<file path="src/design/mem_unit_pkg.sv">
package mem_unit_pkg;

  // one bus word, used for both addresses and data beats
  typedef logic [31:0] word_t;

  // immediate offset of a load or store, sign extended before the add
  typedef logic [11:0] offset_t;

  // value of the outstanding-read, outstanding-write and write-balance counters
  typedef logic [3:0] count_t;

  // queue entry as it sits in the request and response FIFOs
  typedef logic [64:0] txn_t;

  localparam int TXN_WRITE_BIT = 64;
  localparam int TXN_ADDR_LSB = 32;
  localparam int TXN_DATA_LSB = 0;

  // entry handed to commit, with the read data in the low word
  typedef logic [33:0] commit_t;

  localparam int COMMIT_WRITE_BIT = 33;
  localparam int COMMIT_ERROR_BIT = 32;

  // both queues get this depth unless the top says otherwise
  localparam int IO_FIFO_DEPTH = 8;

  // a counter never goes past this, so a 4-bit count_t always fits
  localparam int PENDING_MAX = 7;

  // bus response code on R and B
  typedef logic [1:0] resp_t;

  localparam resp_t RESP_OKAY = 2'b00;

  // write launch; AW and W can be accepted in either order
  typedef enum logic [1:0] {
    REQ_IDLE,
    REQ_WAIT_AW,
    REQ_WAIT_W
  } req_state_t;

endpackage

</file>
<file path="src/design/mem_fifo.sv">
`timescale 1ns/10ps

module mem_fifo #(
  parameter int DEPTH = mem_unit_pkg::IO_FIFO_DEPTH
) (
  input  logic               clk_core,
  input  logic               rst_core_n,
  input  logic               flush_i,
  input  mem_unit_pkg::txn_t in_i,
  input  logic               valid_i,
  output logic               ready_o,
  output mem_unit_pkg::txn_t out_o,
  output logic               valid_o,
  input  logic               ready_i
);

  typedef logic [$clog2(DEPTH)-1:0] ptr_t;
  typedef logic [$clog2(DEPTH + 1)-1:0] cnt_t;

  mem_unit_pkg::txn_t mem_q [DEPTH];
  ptr_t rd_ptr_q;
  ptr_t wr_ptr_q;
  cnt_t count_q;
  logic push;
  logic pop;

  // the occupancy count tells full from empty when the pointers meet
  assign ready_o = (count_q != cnt_t'(DEPTH));
  assign valid_o = (count_q != '0);
  assign out_o = mem_q[rd_ptr_q];

  assign push = valid_i & ready_o;
  assign pop = valid_o & ready_i;

  always_ff @(posedge clk_core or negedge rst_core_n) begin
    if (!rst_core_n) begin
      rd_ptr_q <= '0;
      wr_ptr_q <= '0;
      count_q <= '0;
    end else if (flush_i) begin
      rd_ptr_q <= '0;
      wr_ptr_q <= '0;
      count_q <= '0;
    end else begin
      // pointers wrap by compare, so the depth need not be a power of two
      if (push) begin
        wr_ptr_q <= (wr_ptr_q == ptr_t'(DEPTH - 1)) ? '0 : wr_ptr_q + 1'b1;
      end
      if (pop) begin
        rd_ptr_q <= (rd_ptr_q == ptr_t'(DEPTH - 1)) ? '0 : rd_ptr_q + 1'b1;
      end
      // a push and a pop in the same cycle leave the count alone
      count_q <= count_q + cnt_t'(push) - cnt_t'(pop);
    end
  end

  always_ff @(posedge clk_core) begin
    if (push) begin
      mem_q[wr_ptr_q] <= in_i;
    end
  end

endmodule

</file>
<file path="src/design/mem_address_stage.sv">
`timescale 1ns/10ps

module mem_address_stage (
  input  logic                  clk_core,
  input  logic                  rst_core_n,
  input  logic                  flush_i,
  input  logic                  valid_i,
  input  logic                  is_write_i,
  input  mem_unit_pkg::word_t   base_i,
  input  mem_unit_pkg::offset_t offset_i,
  input  mem_unit_pkg::word_t   wdata_i,
  input  logic                  req_ready_i,
  input  logic                  resp_ready_i,
  output logic                  ready_o,
  output mem_unit_pkg::txn_t    txn_o,
  output logic                  req_valid_o,
  output logic                  resp_valid_o
);

  logic req_pending_q;
  logic resp_pending_q;
  mem_unit_pkg::word_t addr;

  // effective address is base plus the sign-extended immediate
  assign addr = base_i + {{20{offset_i[11]}}, offset_i};

  // the held entry blocks new work only while one of the queues refuses it
  assign ready_o = ~(req_pending_q & ~req_ready_i) & ~(resp_pending_q & ~resp_ready_i);

  assign req_valid_o = req_pending_q;
  assign resp_valid_o = resp_pending_q;

  // each queue's push is tracked on its own, so the one that already took
  // the entry is not offered it a second time
  always_ff @(posedge clk_core or negedge rst_core_n) begin
    if (!rst_core_n) begin
      req_pending_q <= 1'b0;
      resp_pending_q <= 1'b0;
    end else if (flush_i) begin
      req_pending_q <= 1'b0;
      resp_pending_q <= 1'b0;
    end else if (ready_o) begin
      req_pending_q <= valid_i;
      resp_pending_q <= valid_i;
    end else begin
      req_pending_q <= req_pending_q & ~req_ready_i;
      resp_pending_q <= resp_pending_q & ~resp_ready_i;
    end
  end

  always_ff @(posedge clk_core) begin
    if (ready_o && valid_i) begin
      txn_o[mem_unit_pkg::TXN_WRITE_BIT] <= is_write_i;
      txn_o[mem_unit_pkg::TXN_ADDR_LSB +: 32] <= addr;
      txn_o[mem_unit_pkg::TXN_DATA_LSB +: 32] <= wdata_i;
    end
  end

endmodule

</file>
<file path="src/design/mem_request_stage.sv">
`timescale 1ns/10ps

module mem_request_stage (
  input  logic                 clk_core,
  input  logic                 rst_core_n,
  input  logic                 flush_i,
  input  mem_unit_pkg::txn_t   txn_i,
  input  logic                 valid_i,
  output logic                 ready_o,
  input  mem_unit_pkg::count_t pending_reads_i,
  input  mem_unit_pkg::count_t pending_writes_i,
  input  mem_unit_pkg::count_t write_balance_i,
  output logic                 pending_reads_up_o,
  output logic                 pending_writes_up_o,
  output logic                 write_balance_down_o,
  output logic                 ar_valid_o,
  input  logic                 ar_ready_i,
  output mem_unit_pkg::word_t  ar_addr_o,
  output logic                 aw_valid_o,
  input  logic                 aw_ready_i,
  output mem_unit_pkg::word_t  aw_addr_o,
  output logic                 w_valid_o,
  input  logic                 w_ready_i,
  output mem_unit_pkg::word_t  w_data_o
);

  mem_unit_pkg::req_state_t state_q;
  mem_unit_pkg::req_state_t state_d;
  logic is_write;
  logic can_read;
  logic can_write;

  assign is_write = txn_i[mem_unit_pkg::TXN_WRITE_BIT];
  assign ar_addr_o = txn_i[mem_unit_pkg::TXN_ADDR_LSB +: 32];
  assign aw_addr_o = txn_i[mem_unit_pkg::TXN_ADDR_LSB +: 32];
  assign w_data_o = txn_i[mem_unit_pkg::TXN_DATA_LSB +: 32];

  // the bus gives no order between reads and writes, so a read waits out
  // every write and a write waits out every read
  assign can_read = valid_i & ~is_write & (pending_writes_i == '0) &
                    (pending_reads_i < mem_unit_pkg::count_t'(mem_unit_pkg::PENDING_MAX));

  // a write also needs a grant from commit still unspent in the balance
  assign can_write = valid_i & is_write & (pending_reads_i == '0) &
                     (write_balance_i != '0) &
                     (pending_writes_i < mem_unit_pkg::count_t'(mem_unit_pkg::PENDING_MAX));

  // only this stage raises the counters that gate a launch, so a raised
  // valid cannot fall back before its handshake
  always_comb begin
    state_d = state_q;
    ready_o = 1'b0;
    ar_valid_o = 1'b0;
    aw_valid_o = 1'b0;
    w_valid_o = 1'b0;
    pending_reads_up_o = 1'b0;
    pending_writes_up_o = 1'b0;
    write_balance_down_o = 1'b0;
    case (state_q)
      mem_unit_pkg::REQ_IDLE: begin
        ar_valid_o = can_read;
        aw_valid_o = can_write;
        w_valid_o = can_write;
        pending_reads_up_o = can_read & ar_ready_i;
        ready_o = (can_read & ar_ready_i) | (can_write & aw_ready_i & w_ready_i);
        // the write counts as launched once either channel has taken it
        if (can_write && (aw_ready_i || w_ready_i)) begin
          pending_writes_up_o = 1'b1;
          write_balance_down_o = 1'b1;
          if (!aw_ready_i) begin
            state_d = mem_unit_pkg::REQ_WAIT_AW;
          end else if (!w_ready_i) begin
            state_d = mem_unit_pkg::REQ_WAIT_W;
          end
        end
      end
      mem_unit_pkg::REQ_WAIT_AW: begin
        aw_valid_o = 1'b1;
        if (aw_ready_i) begin
          ready_o = 1'b1;
          state_d = mem_unit_pkg::REQ_IDLE;
        end
      end
      default: begin
        w_valid_o = 1'b1;
        if (w_ready_i) begin
          ready_o = 1'b1;
          state_d = mem_unit_pkg::REQ_IDLE;
        end
      end
    endcase
  end

  always_ff @(posedge clk_core or negedge rst_core_n) begin
    if (!rst_core_n) begin
      state_q <= mem_unit_pkg::REQ_IDLE;
    end else if (flush_i) begin
      state_q <= mem_unit_pkg::REQ_IDLE;
    end else begin
      state_q <= state_d;
    end
  end

endmodule

</file>
<file path="src/design/mem_response_stage.sv">
`timescale 1ns/10ps

module mem_response_stage (
  input  logic                  clk_core,
  input  logic                  rst_core_n,
  input  logic                  flush_i,
  input  mem_unit_pkg::txn_t    txn_i,
  input  logic                  valid_i,
  output logic                  ready_o,
  input  logic                  out_ready_i,
  output logic                  out_valid_o,
  output mem_unit_pkg::commit_t out_o,
  input  logic                  r_valid_i,
  output logic                  r_ready_o,
  input  mem_unit_pkg::word_t   r_data_i,
  input  mem_unit_pkg::resp_t   r_resp_i,
  input  logic                  b_valid_i,
  output logic                  b_ready_o,
  input  mem_unit_pkg::resp_t   b_resp_i,
  output logic                  pending_reads_down_o,
  output logic                  pending_writes_down_o
);

  logic is_write;
  logic b_done_q;

  assign is_write = txn_i[mem_unit_pkg::TXN_WRITE_BIT];

  // reads launch in queue order, so an R beat always belongs to the head
  assign r_ready_o = valid_i & ~is_write & out_ready_i;
  assign pending_reads_down_o = r_valid_i & r_ready_o;

  // writes go to commit at once, which grants them back through the balance
  assign out_valid_o = valid_i & (is_write | r_valid_i);
  assign ready_o = out_valid_o & out_ready_i;

  always_comb begin
    out_o = '0;
    out_o[mem_unit_pkg::COMMIT_WRITE_BIT] = is_write;
    if (!is_write) begin
      out_o[mem_unit_pkg::COMMIT_ERROR_BIT] = (r_resp_i != mem_unit_pkg::RESP_OKAY);
      out_o[mem_unit_pkg::COMMIT_ERROR_BIT-1:0] = r_data_i;
    end
  end

  // B beats are always taken; b_resp_i is not reported anywhere because
  // commit already retired the write before it reached the bus
  assign b_ready_o = 1'b1;

  // the write count falls one cycle after the B handshake
  always_ff @(posedge clk_core or negedge rst_core_n) begin
    if (!rst_core_n) begin
      b_done_q <= 1'b0;
    end else if (flush_i) begin
      b_done_q <= 1'b0;
    end else begin
      b_done_q <= b_valid_i & b_ready_o;
    end
  end

  assign pending_writes_down_o = b_done_q;

endmodule

</file>
<file path="src/design/mem_counter.sv">
`timescale 1ns/10ps

module mem_counter (
  input  logic                 clk_core,
  input  logic                 rst_core_n,
  input  logic                 flush_i,
  input  logic                 up_i,
  input  logic                 down_i,
  output mem_unit_pkg::count_t value_o
);

  // an up and a down in the same cycle cancel out
  always_ff @(posedge clk_core or negedge rst_core_n) begin
    if (!rst_core_n) begin
      value_o <= '0;
    end else if (flush_i) begin
      value_o <= '0;
    end else if (up_i && !down_i) begin
      value_o <= value_o + 1'b1;
    end else if (down_i && !up_i) begin
      value_o <= value_o - 1'b1;
    end
  end

endmodule

</file>
<file path="src/design/mem_skid_buffer.sv">
`timescale 1ns/10ps

module mem_skid_buffer (
  input  logic                  clk_core,
  input  logic                  rst_core_n,
  input  logic                  flush_i,
  input  mem_unit_pkg::commit_t in_i,
  input  logic                  valid_i,
  output logic                  ready_o,
  output mem_unit_pkg::commit_t out_o,
  output logic                  valid_o,
  input  logic                  ready_i
);

  mem_unit_pkg::commit_t main_q;
  mem_unit_pkg::commit_t skid_q;
  logic main_valid_q;
  logic skid_valid_q;
  logic ready_q;
  logic accept;
  logic skid_valid_d;

  // with the main register empty the input passes straight through
  assign valid_o = main_valid_q | valid_i;
  assign out_o = main_valid_q ? main_q : in_i;

  assign ready_o = ready_q;
  assign accept = valid_i & ready_q;

  // the skid register fills only when main is stalled and a new entry lands
  assign skid_valid_d = main_valid_q & ~ready_i & (skid_valid_q | accept);

  // ready is taken from a flop, so ready_i never reaches ready_o in the
  // same cycle; a free skid register means any accepted entry has a place
  always_ff @(posedge clk_core or negedge rst_core_n) begin
    if (!rst_core_n) begin
      main_valid_q <= 1'b0;
      skid_valid_q <= 1'b0;
      ready_q <= 1'b1;
    end else if (flush_i) begin
      main_valid_q <= 1'b0;
      skid_valid_q <= 1'b0;
      ready_q <= 1'b1;
    end else begin
      if (main_valid_q) begin
        main_valid_q <= ~ready_i | skid_valid_q | accept;
      end else begin
        main_valid_q <= accept & ~ready_i;
      end
      skid_valid_q <= skid_valid_d;
      ready_q <= ~skid_valid_d;
    end
  end

  always_ff @(posedge clk_core) begin
    if (main_valid_q && ready_i) begin
      main_q <= skid_valid_q ? skid_q : in_i;
    end else if (!main_valid_q) begin
      main_q <= in_i;
    end
    if (main_valid_q && !ready_i && accept) begin
      skid_q <= in_i;
    end
  end

endmodule

</file>
<file path="src/design/mem_unit.sv">
`timescale 1ns/10ps

module mem_unit (
  input  logic                  clk_core,
  input  logic                  rst_core_n,
  input  logic                  valid_i,
  output logic                  ready_o,
  input  logic                  is_write_i,
  input  mem_unit_pkg::word_t   base_i,
  input  mem_unit_pkg::offset_t offset_i,
  input  mem_unit_pkg::word_t   wdata_i,
  output logic                  valid_o,
  input  logic                  ready_i,
  output mem_unit_pkg::commit_t result_o,
  input  logic                  commit_mem_i,
  input  logic                  flush_req_i,
  output logic                  flush_ack_o,
  output logic                  ar_valid_o,
  input  logic                  ar_ready_i,
  output mem_unit_pkg::word_t   ar_addr_o,
  output logic                  aw_valid_o,
  input  logic                  aw_ready_i,
  output mem_unit_pkg::word_t   aw_addr_o,
  output logic                  w_valid_o,
  input  logic                  w_ready_i,
  output mem_unit_pkg::word_t   w_data_o,
  input  logic                  r_valid_i,
  output logic                  r_ready_o,
  input  mem_unit_pkg::word_t   r_data_i,
  input  mem_unit_pkg::resp_t   r_resp_i,
  input  logic                  b_valid_i,
  output logic                  b_ready_o,
  input  mem_unit_pkg::resp_t   b_resp_i
);

  mem_unit_pkg::txn_t txn;
  mem_unit_pkg::txn_t req_head;
  mem_unit_pkg::txn_t resp_head;
  mem_unit_pkg::commit_t resp_out;
  mem_unit_pkg::count_t pending_reads;
  mem_unit_pkg::count_t pending_writes;
  mem_unit_pkg::count_t write_balance;
  logic req_in_valid;
  logic req_in_ready;
  logic req_out_valid;
  logic req_out_ready;
  logic resp_in_valid;
  logic resp_in_ready;
  logic resp_out_valid;
  logic resp_out_ready;
  logic skid_valid;
  logic skid_ready;
  logic pending_reads_up;
  logic pending_reads_down;
  logic pending_writes_up;
  logic pending_writes_down;
  logic write_balance_down;
  logic can_flush;

  // every launched access has come back and every grant has been spent
  assign can_flush = (pending_reads == '0) & (pending_writes == '0) & (write_balance == '0);

  mem_address_stage i_address_stage (
    .clk_core,
    .rst_core_n,
    .flush_i      (flush_ack_o),
    .valid_i,
    .is_write_i,
    .base_i,
    .offset_i,
    .wdata_i,
    .req_ready_i  (req_in_ready),
    .resp_ready_i (resp_in_ready),
    .ready_o,
    .txn_o        (txn),
    .req_valid_o  (req_in_valid),
    .resp_valid_o (resp_in_valid)
  );

  mem_fifo #(
    .DEPTH(mem_unit_pkg::IO_FIFO_DEPTH)
  ) i_request_fifo (
    .clk_core,
    .rst_core_n,
    .flush_i (flush_ack_o),
    .in_i    (txn),
    .valid_i (req_in_valid),
    .ready_o (req_in_ready),
    .out_o   (req_head),
    .valid_o (req_out_valid),
    .ready_i (req_out_ready)
  );

  mem_request_stage i_request_stage (
    .clk_core,
    .rst_core_n,
    .flush_i              (flush_ack_o),
    .txn_i                (req_head),
    .valid_i              (req_out_valid),
    .ready_o              (req_out_ready),
    .pending_reads_i      (pending_reads),
    .pending_writes_i     (pending_writes),
    .write_balance_i      (write_balance),
    .pending_reads_up_o   (pending_reads_up),
    .pending_writes_up_o  (pending_writes_up),
    .write_balance_down_o (write_balance_down),
    .ar_valid_o,
    .ar_ready_i,
    .ar_addr_o,
    .aw_valid_o,
    .aw_ready_i,
    .aw_addr_o,
    .w_valid_o,
    .w_ready_i,
    .w_data_o
  );

  mem_fifo #(
    .DEPTH(mem_unit_pkg::IO_FIFO_DEPTH)
  ) i_response_fifo (
    .clk_core,
    .rst_core_n,
    .flush_i (flush_ack_o),
    .in_i    (txn),
    .valid_i (resp_in_valid),
    .ready_o (resp_in_ready),
    .out_o   (resp_head),
    .valid_o (resp_out_valid),
    .ready_i (resp_out_ready)
  );

  mem_response_stage i_response_stage (
    .clk_core,
    .rst_core_n,
    .flush_i               (flush_ack_o),
    .txn_i                 (resp_head),
    .valid_i               (resp_out_valid),
    .ready_o               (resp_out_ready),
    .out_ready_i           (skid_ready),
    .out_valid_o           (skid_valid),
    .out_o                 (resp_out),
    .r_valid_i,
    .r_ready_o,
    .r_data_i,
    .r_resp_i,
    .b_valid_i,
    .b_ready_o,
    .b_resp_i,
    .pending_reads_down_o  (pending_reads_down),
    .pending_writes_down_o (pending_writes_down)
  );

  mem_skid_buffer i_skid_buffer (
    .clk_core,
    .rst_core_n,
    .flush_i (flush_ack_o),
    .in_i    (resp_out),
    .valid_i (skid_valid),
    .ready_o (skid_ready),
    .out_o   (result_o),
    .valid_o,
    .ready_i
  );

  // reads on AR not yet answered on R
  mem_counter i_pending_reads (
    .clk_core,
    .rst_core_n,
    .flush_i (flush_ack_o),
    .up_i    (pending_reads_up),
    .down_i  (pending_reads_down),
    .value_o (pending_reads)
  );

  // writes on AW or W not yet answered on B
  mem_counter i_pending_writes (
    .clk_core,
    .rst_core_n,
    .flush_i (flush_ack_o),
    .up_i    (pending_writes_up),
    .down_i  (pending_writes_down),
    .value_o (pending_writes)
  );

  // writes granted by commit but not yet started on the bus
  mem_counter i_write_balance (
    .clk_core,
    .rst_core_n,
    .flush_i (flush_ack_o),
    .up_i    (commit_mem_i),
    .down_i  (write_balance_down),
    .value_o (write_balance)
  );

  // the acknowledge comes out of reset high and then doubles as the flush
  // that clears the stages, queues, counters and skid buffer
  always_ff @(posedge clk_core or negedge rst_core_n) begin
    if (!rst_core_n) begin
      flush_ack_o <= 1'b1;
    end else begin
      flush_ack_o <= flush_req_i & can_flush;
    end
  end

endmodule

</file>
<file path="config.mk">
export PLATFORM = sky130hd
export DESIGN_NAME = mem_unit
export DESIGN_NICKNAME = d
export VERILOG_FILES = /design/src/design/mem_unit_pkg.sv /design/src/design/mem_fifo.sv /design/src/design/mem_address_stage.sv /design/src/design/mem_request_stage.sv /design/src/design/mem_response_stage.sv /design/src/design/mem_counter.sv /design/src/design/mem_skid_buffer.sv /design/src/design/mem_unit.sv
export SDC_FILE = /design/constraint.sdc
export NUM_CORES = 1
export LEC_CHECK = 0
export BUFFER_PORTS_ARGS = -buffer_cell sky130_fd_sc_hd__buf_2
export CORE_AREA = 8 8 349 181
export DETAILED_ROUTE_END_ITERATION = 16
export DIE_AREA = 0 0 357 189
export GPL_TIMING_DRIVEN = 0
export PLACE_DENSITY = 0.78
export SLEW_MARGIN = 20
export SYNTH_ARGS = -nofsm -noshare
export SYNTH_HDL_FRONTEND = slang
export SYNTH_SLANG_ARGS = --single-unit
</file>
<file path="constraint.sdc">
create_clock -name clk_core -period 9.6 [get_ports clk_core]
set_clock_uncertainty 0.2 [all_clocks]
set_input_delay 1.44 -clock clk_core [delete_from_list [all_inputs] [get_ports clk_core]]
set_output_delay 1.44 -clock clk_core [all_outputs]
set_load 0.1 [all_outputs]
</file>
==> impl_metrics.ini <==
[status]
status = completed

[placed_design]
port_buffers = 258
pre_cts_ws_ns = 4.56
routabilityCongestion = 0.851
hpwl_um = 45800

[synthesis]
synth_cell_type_count = 62
yosysSeqAreaShare_pct = 71.3
syn-num-nets = 1836
syn-cell-area_mm2 = 0.0288
async_reset_ff_share_pct = 5.84
ys_ff_latch = 702
ys.flop_type = edfxtp_1
synth_area_per_cell_um2 = 17.5
synth_edf_count = 627
ys.warnings.count = 0
syn_inst = 1649

[route]
routed_via_density = 5.66
via_count = 16200
wl_per_cell_um = 22.6
ant_nets = 0
wl_um = 64700
drc = 0
dr.pass1.iters = 5
drt_iter0_markers = 1488

[floorplan]
core_area_mm2 = 0.0583
initial_core_util_pct = 49.4
ioPinCount = 262
fp.dieH_um = 189
die_area_mm2 = 0.0675
num_rows = 63
die_w_um = 357

[clock_network]
cts-hold-fix-buffers = 0
cts_buffers = 59
cts.clk_slew.worst_paths_ns = 0.06
clock_path_buffers = 3
root_buffer = clkbuf_16
cts_resized = 0
clk_latency_ns = 0.61
cts_setup_buffers = 0
tritoncts = yes
clkSinkCount = 702
htree_num_levels = 2

[worst_setup_path]
crit_path_max_incr_delay_ns = 0.84
end_kind = output port
critPathBufInv = 5
cp_top_family = buffers and inverters
worst-path-max-fanout = 10
cp-startpoint = i_request_fifo.rd_ptr_q[0]
worstSetupPathType = reg2out
start_kind = register
crit_chain = buf_6, clkbuf_1, buf_1, mux4_2, mux2_2, buf_4, buf_2
cp.arrival_ns = 3.92
slowest_stage = buf_1
r2r-start = i_response_fifo.rd_ptr_q[0]
crit_required_ns = 7.96

[final_layout]
fin_nets = 2217
nFillCells = 4336
final_cell_mix = edfxtp_1, buf_2, mux4_2
finish.utilization_pct = 57.9
drive_gt1_share_pct = 31.6
layout_commonest_cell = edfxtp_1
syn_to_final_growth_pct = 17.1

[global_routing]
grt_pass1_vias = 16800
grtUsageTotal_pct = 18.9
grt_max_degree = 42
grt_overflow = 0
grt_pass1_wl_um = 99400
antenna_found_initial = 1

[sta]
grt_setup_unrepaired = no
min_period_ns = 5.56
drv_slew = 0
worst_pin_slew_ns = 1.10
fmax_mhz = 180
setup_violations = 0
hold_slack_ns = 0.348
worst_slew_margin_rel_pct = 26.0
hold_viol_final = 0
finalCritPeriodShare_pct = 57.9
final.setup.worst_slack_ns = 4.04

[worst_hold_path]
hold_path.startpoint = i_skid_buffer.skid_valid_q
hold_class = reg2reg

[flow_run]
maxCapViolations = 0
-- per-stage QoR --
step / instance area (µm²) / std cells / TNS, ns
finish: 33700 / 2858 / 0
floorplan: 28800 / 1649 / 0
CTS: 33700 / 2857 / 0
global placement: 31100 / 2687 / -505.59
global route: 33700 / 2858 / 0
detailed placement: 31800 / 2749 / 0
-- state kept, by name (all words and copies together) (netlist names), 2 cells and up --
register and cells:
i_request_fifo.mem_q 520, i_address_stage.txn_o 65, i_skid_buffer.main_q 34, i_skid_buffer.skid_q 34, i_response_fifo.mem_q 8, i_pending_reads.value_o 4
i_pending_writes.value_o 4, i_request_fifo.count_q 4, i_response_fifo.count_q 4, i_write_balance.value_o 4, i_request_fifo.rd_ptr_q 3, i_request_fifo.wr_ptr_q 3
i_response_fifo.rd_ptr_q 3, i_response_fifo.wr_ptr_q 3, i_request_stage.state_q 2
-- final timing paths --
kind / endpoint / slack (ns) / cells after the start
max in group asynchronous: i_request_fifo.rd_ptr_q[2] / 7.80 / 1
worst max-delay path: aw_addr_o[30] / 4.04 / 7
min in group asynchronous: i_response_fifo.count_q[2] / 0.78 / 1
worst min-delay path: i_skid_buffer.ready_o / 0.35 / 1
worst max register to register: i_response_fifo.count_q[3] / 5.35 / 13
worst min register to register: i_skid_buffer.ready_o / 0.35 / 1
-- layout make-up --
cell class / count / area, µm² / area share (%)
Timing Repair Buffer: 320 / 1950 / 5.77
Clock inverter: 35 / 369 / 1.09
Antenna cell: 1 / 2.50 / 0.00741
Inverter: 67 / 254 / 0.753
Buffer: 103 / 520 / 1.54
Tap cell: 780 / 976 / 2.89
Clock buffer: 73 / 1570 / 4.65
Sequential cell: 702 / 20500 / 60.9
Multi-Input combinational cell: 777 / 7570 / 22.4
-- cells in the mapped netlist (8+ instances only) --
library cell / number / area (µm²)
a211oi_1: 10 / 75.1
a21o_1: 19 / 143
a21oi_1: 44 / 220
a22oi_1: 36 / 270
buf_1: 17 / 63.8
buf_4: 33 / 248
clkbuf_1: 52 / 195
dfrtp_1: 39 / 976
dfxtp_1: 34 / 681
edfxtp_1: 627 / 18800
ha_1: 57 / 713
inv_1: 67 / 251
mux2_2: 65 / 732
mux4_2: 132 / 2970
nand2_1: 105 / 394
nand2b_1: 9 / 56.3
nor2_1: 55 / 206
nor2b_1: 8 / 50.1
nor3_1: 18 / 90.1
o21a_1: 10 / 75.1
o21ai_0: 53 / 265
o22ai_1: 33 / 206
xnor2_1: 30 / 263
xor2_1: 9 / 78.8
-- kinds of logic after synthesis --
family,count (synthesis),share of synthesized area [%]
flops,702,71.3
mux,204,13.1
fa+ha+maj,63,2.89
compound gates,230,5.06
other cells,1,0.0130
xor+xnor,39,1.19
buf+inv,170,2.67
simple gates,240,3.84
-- per-layer routing --
metal | part of all wire (%) | global-route usage, % | wire length [µm] | up-vias
li1 | - | - | - | 7231
met1 | 44 | 27.0 | 28500 | 8283
met2 | 48 | 30.3 | 30800 | 592
met3 | 6.6 | 3.87 | 4260 | 80
met4 | 1.7 | 3.89 | 1090 | 0
met5 | 0 | 0 | 0 | -
Power is left out: the tool's default activity adds up to more than one toggle a clock period on the data nets, which glitch-free logic cannot reach.
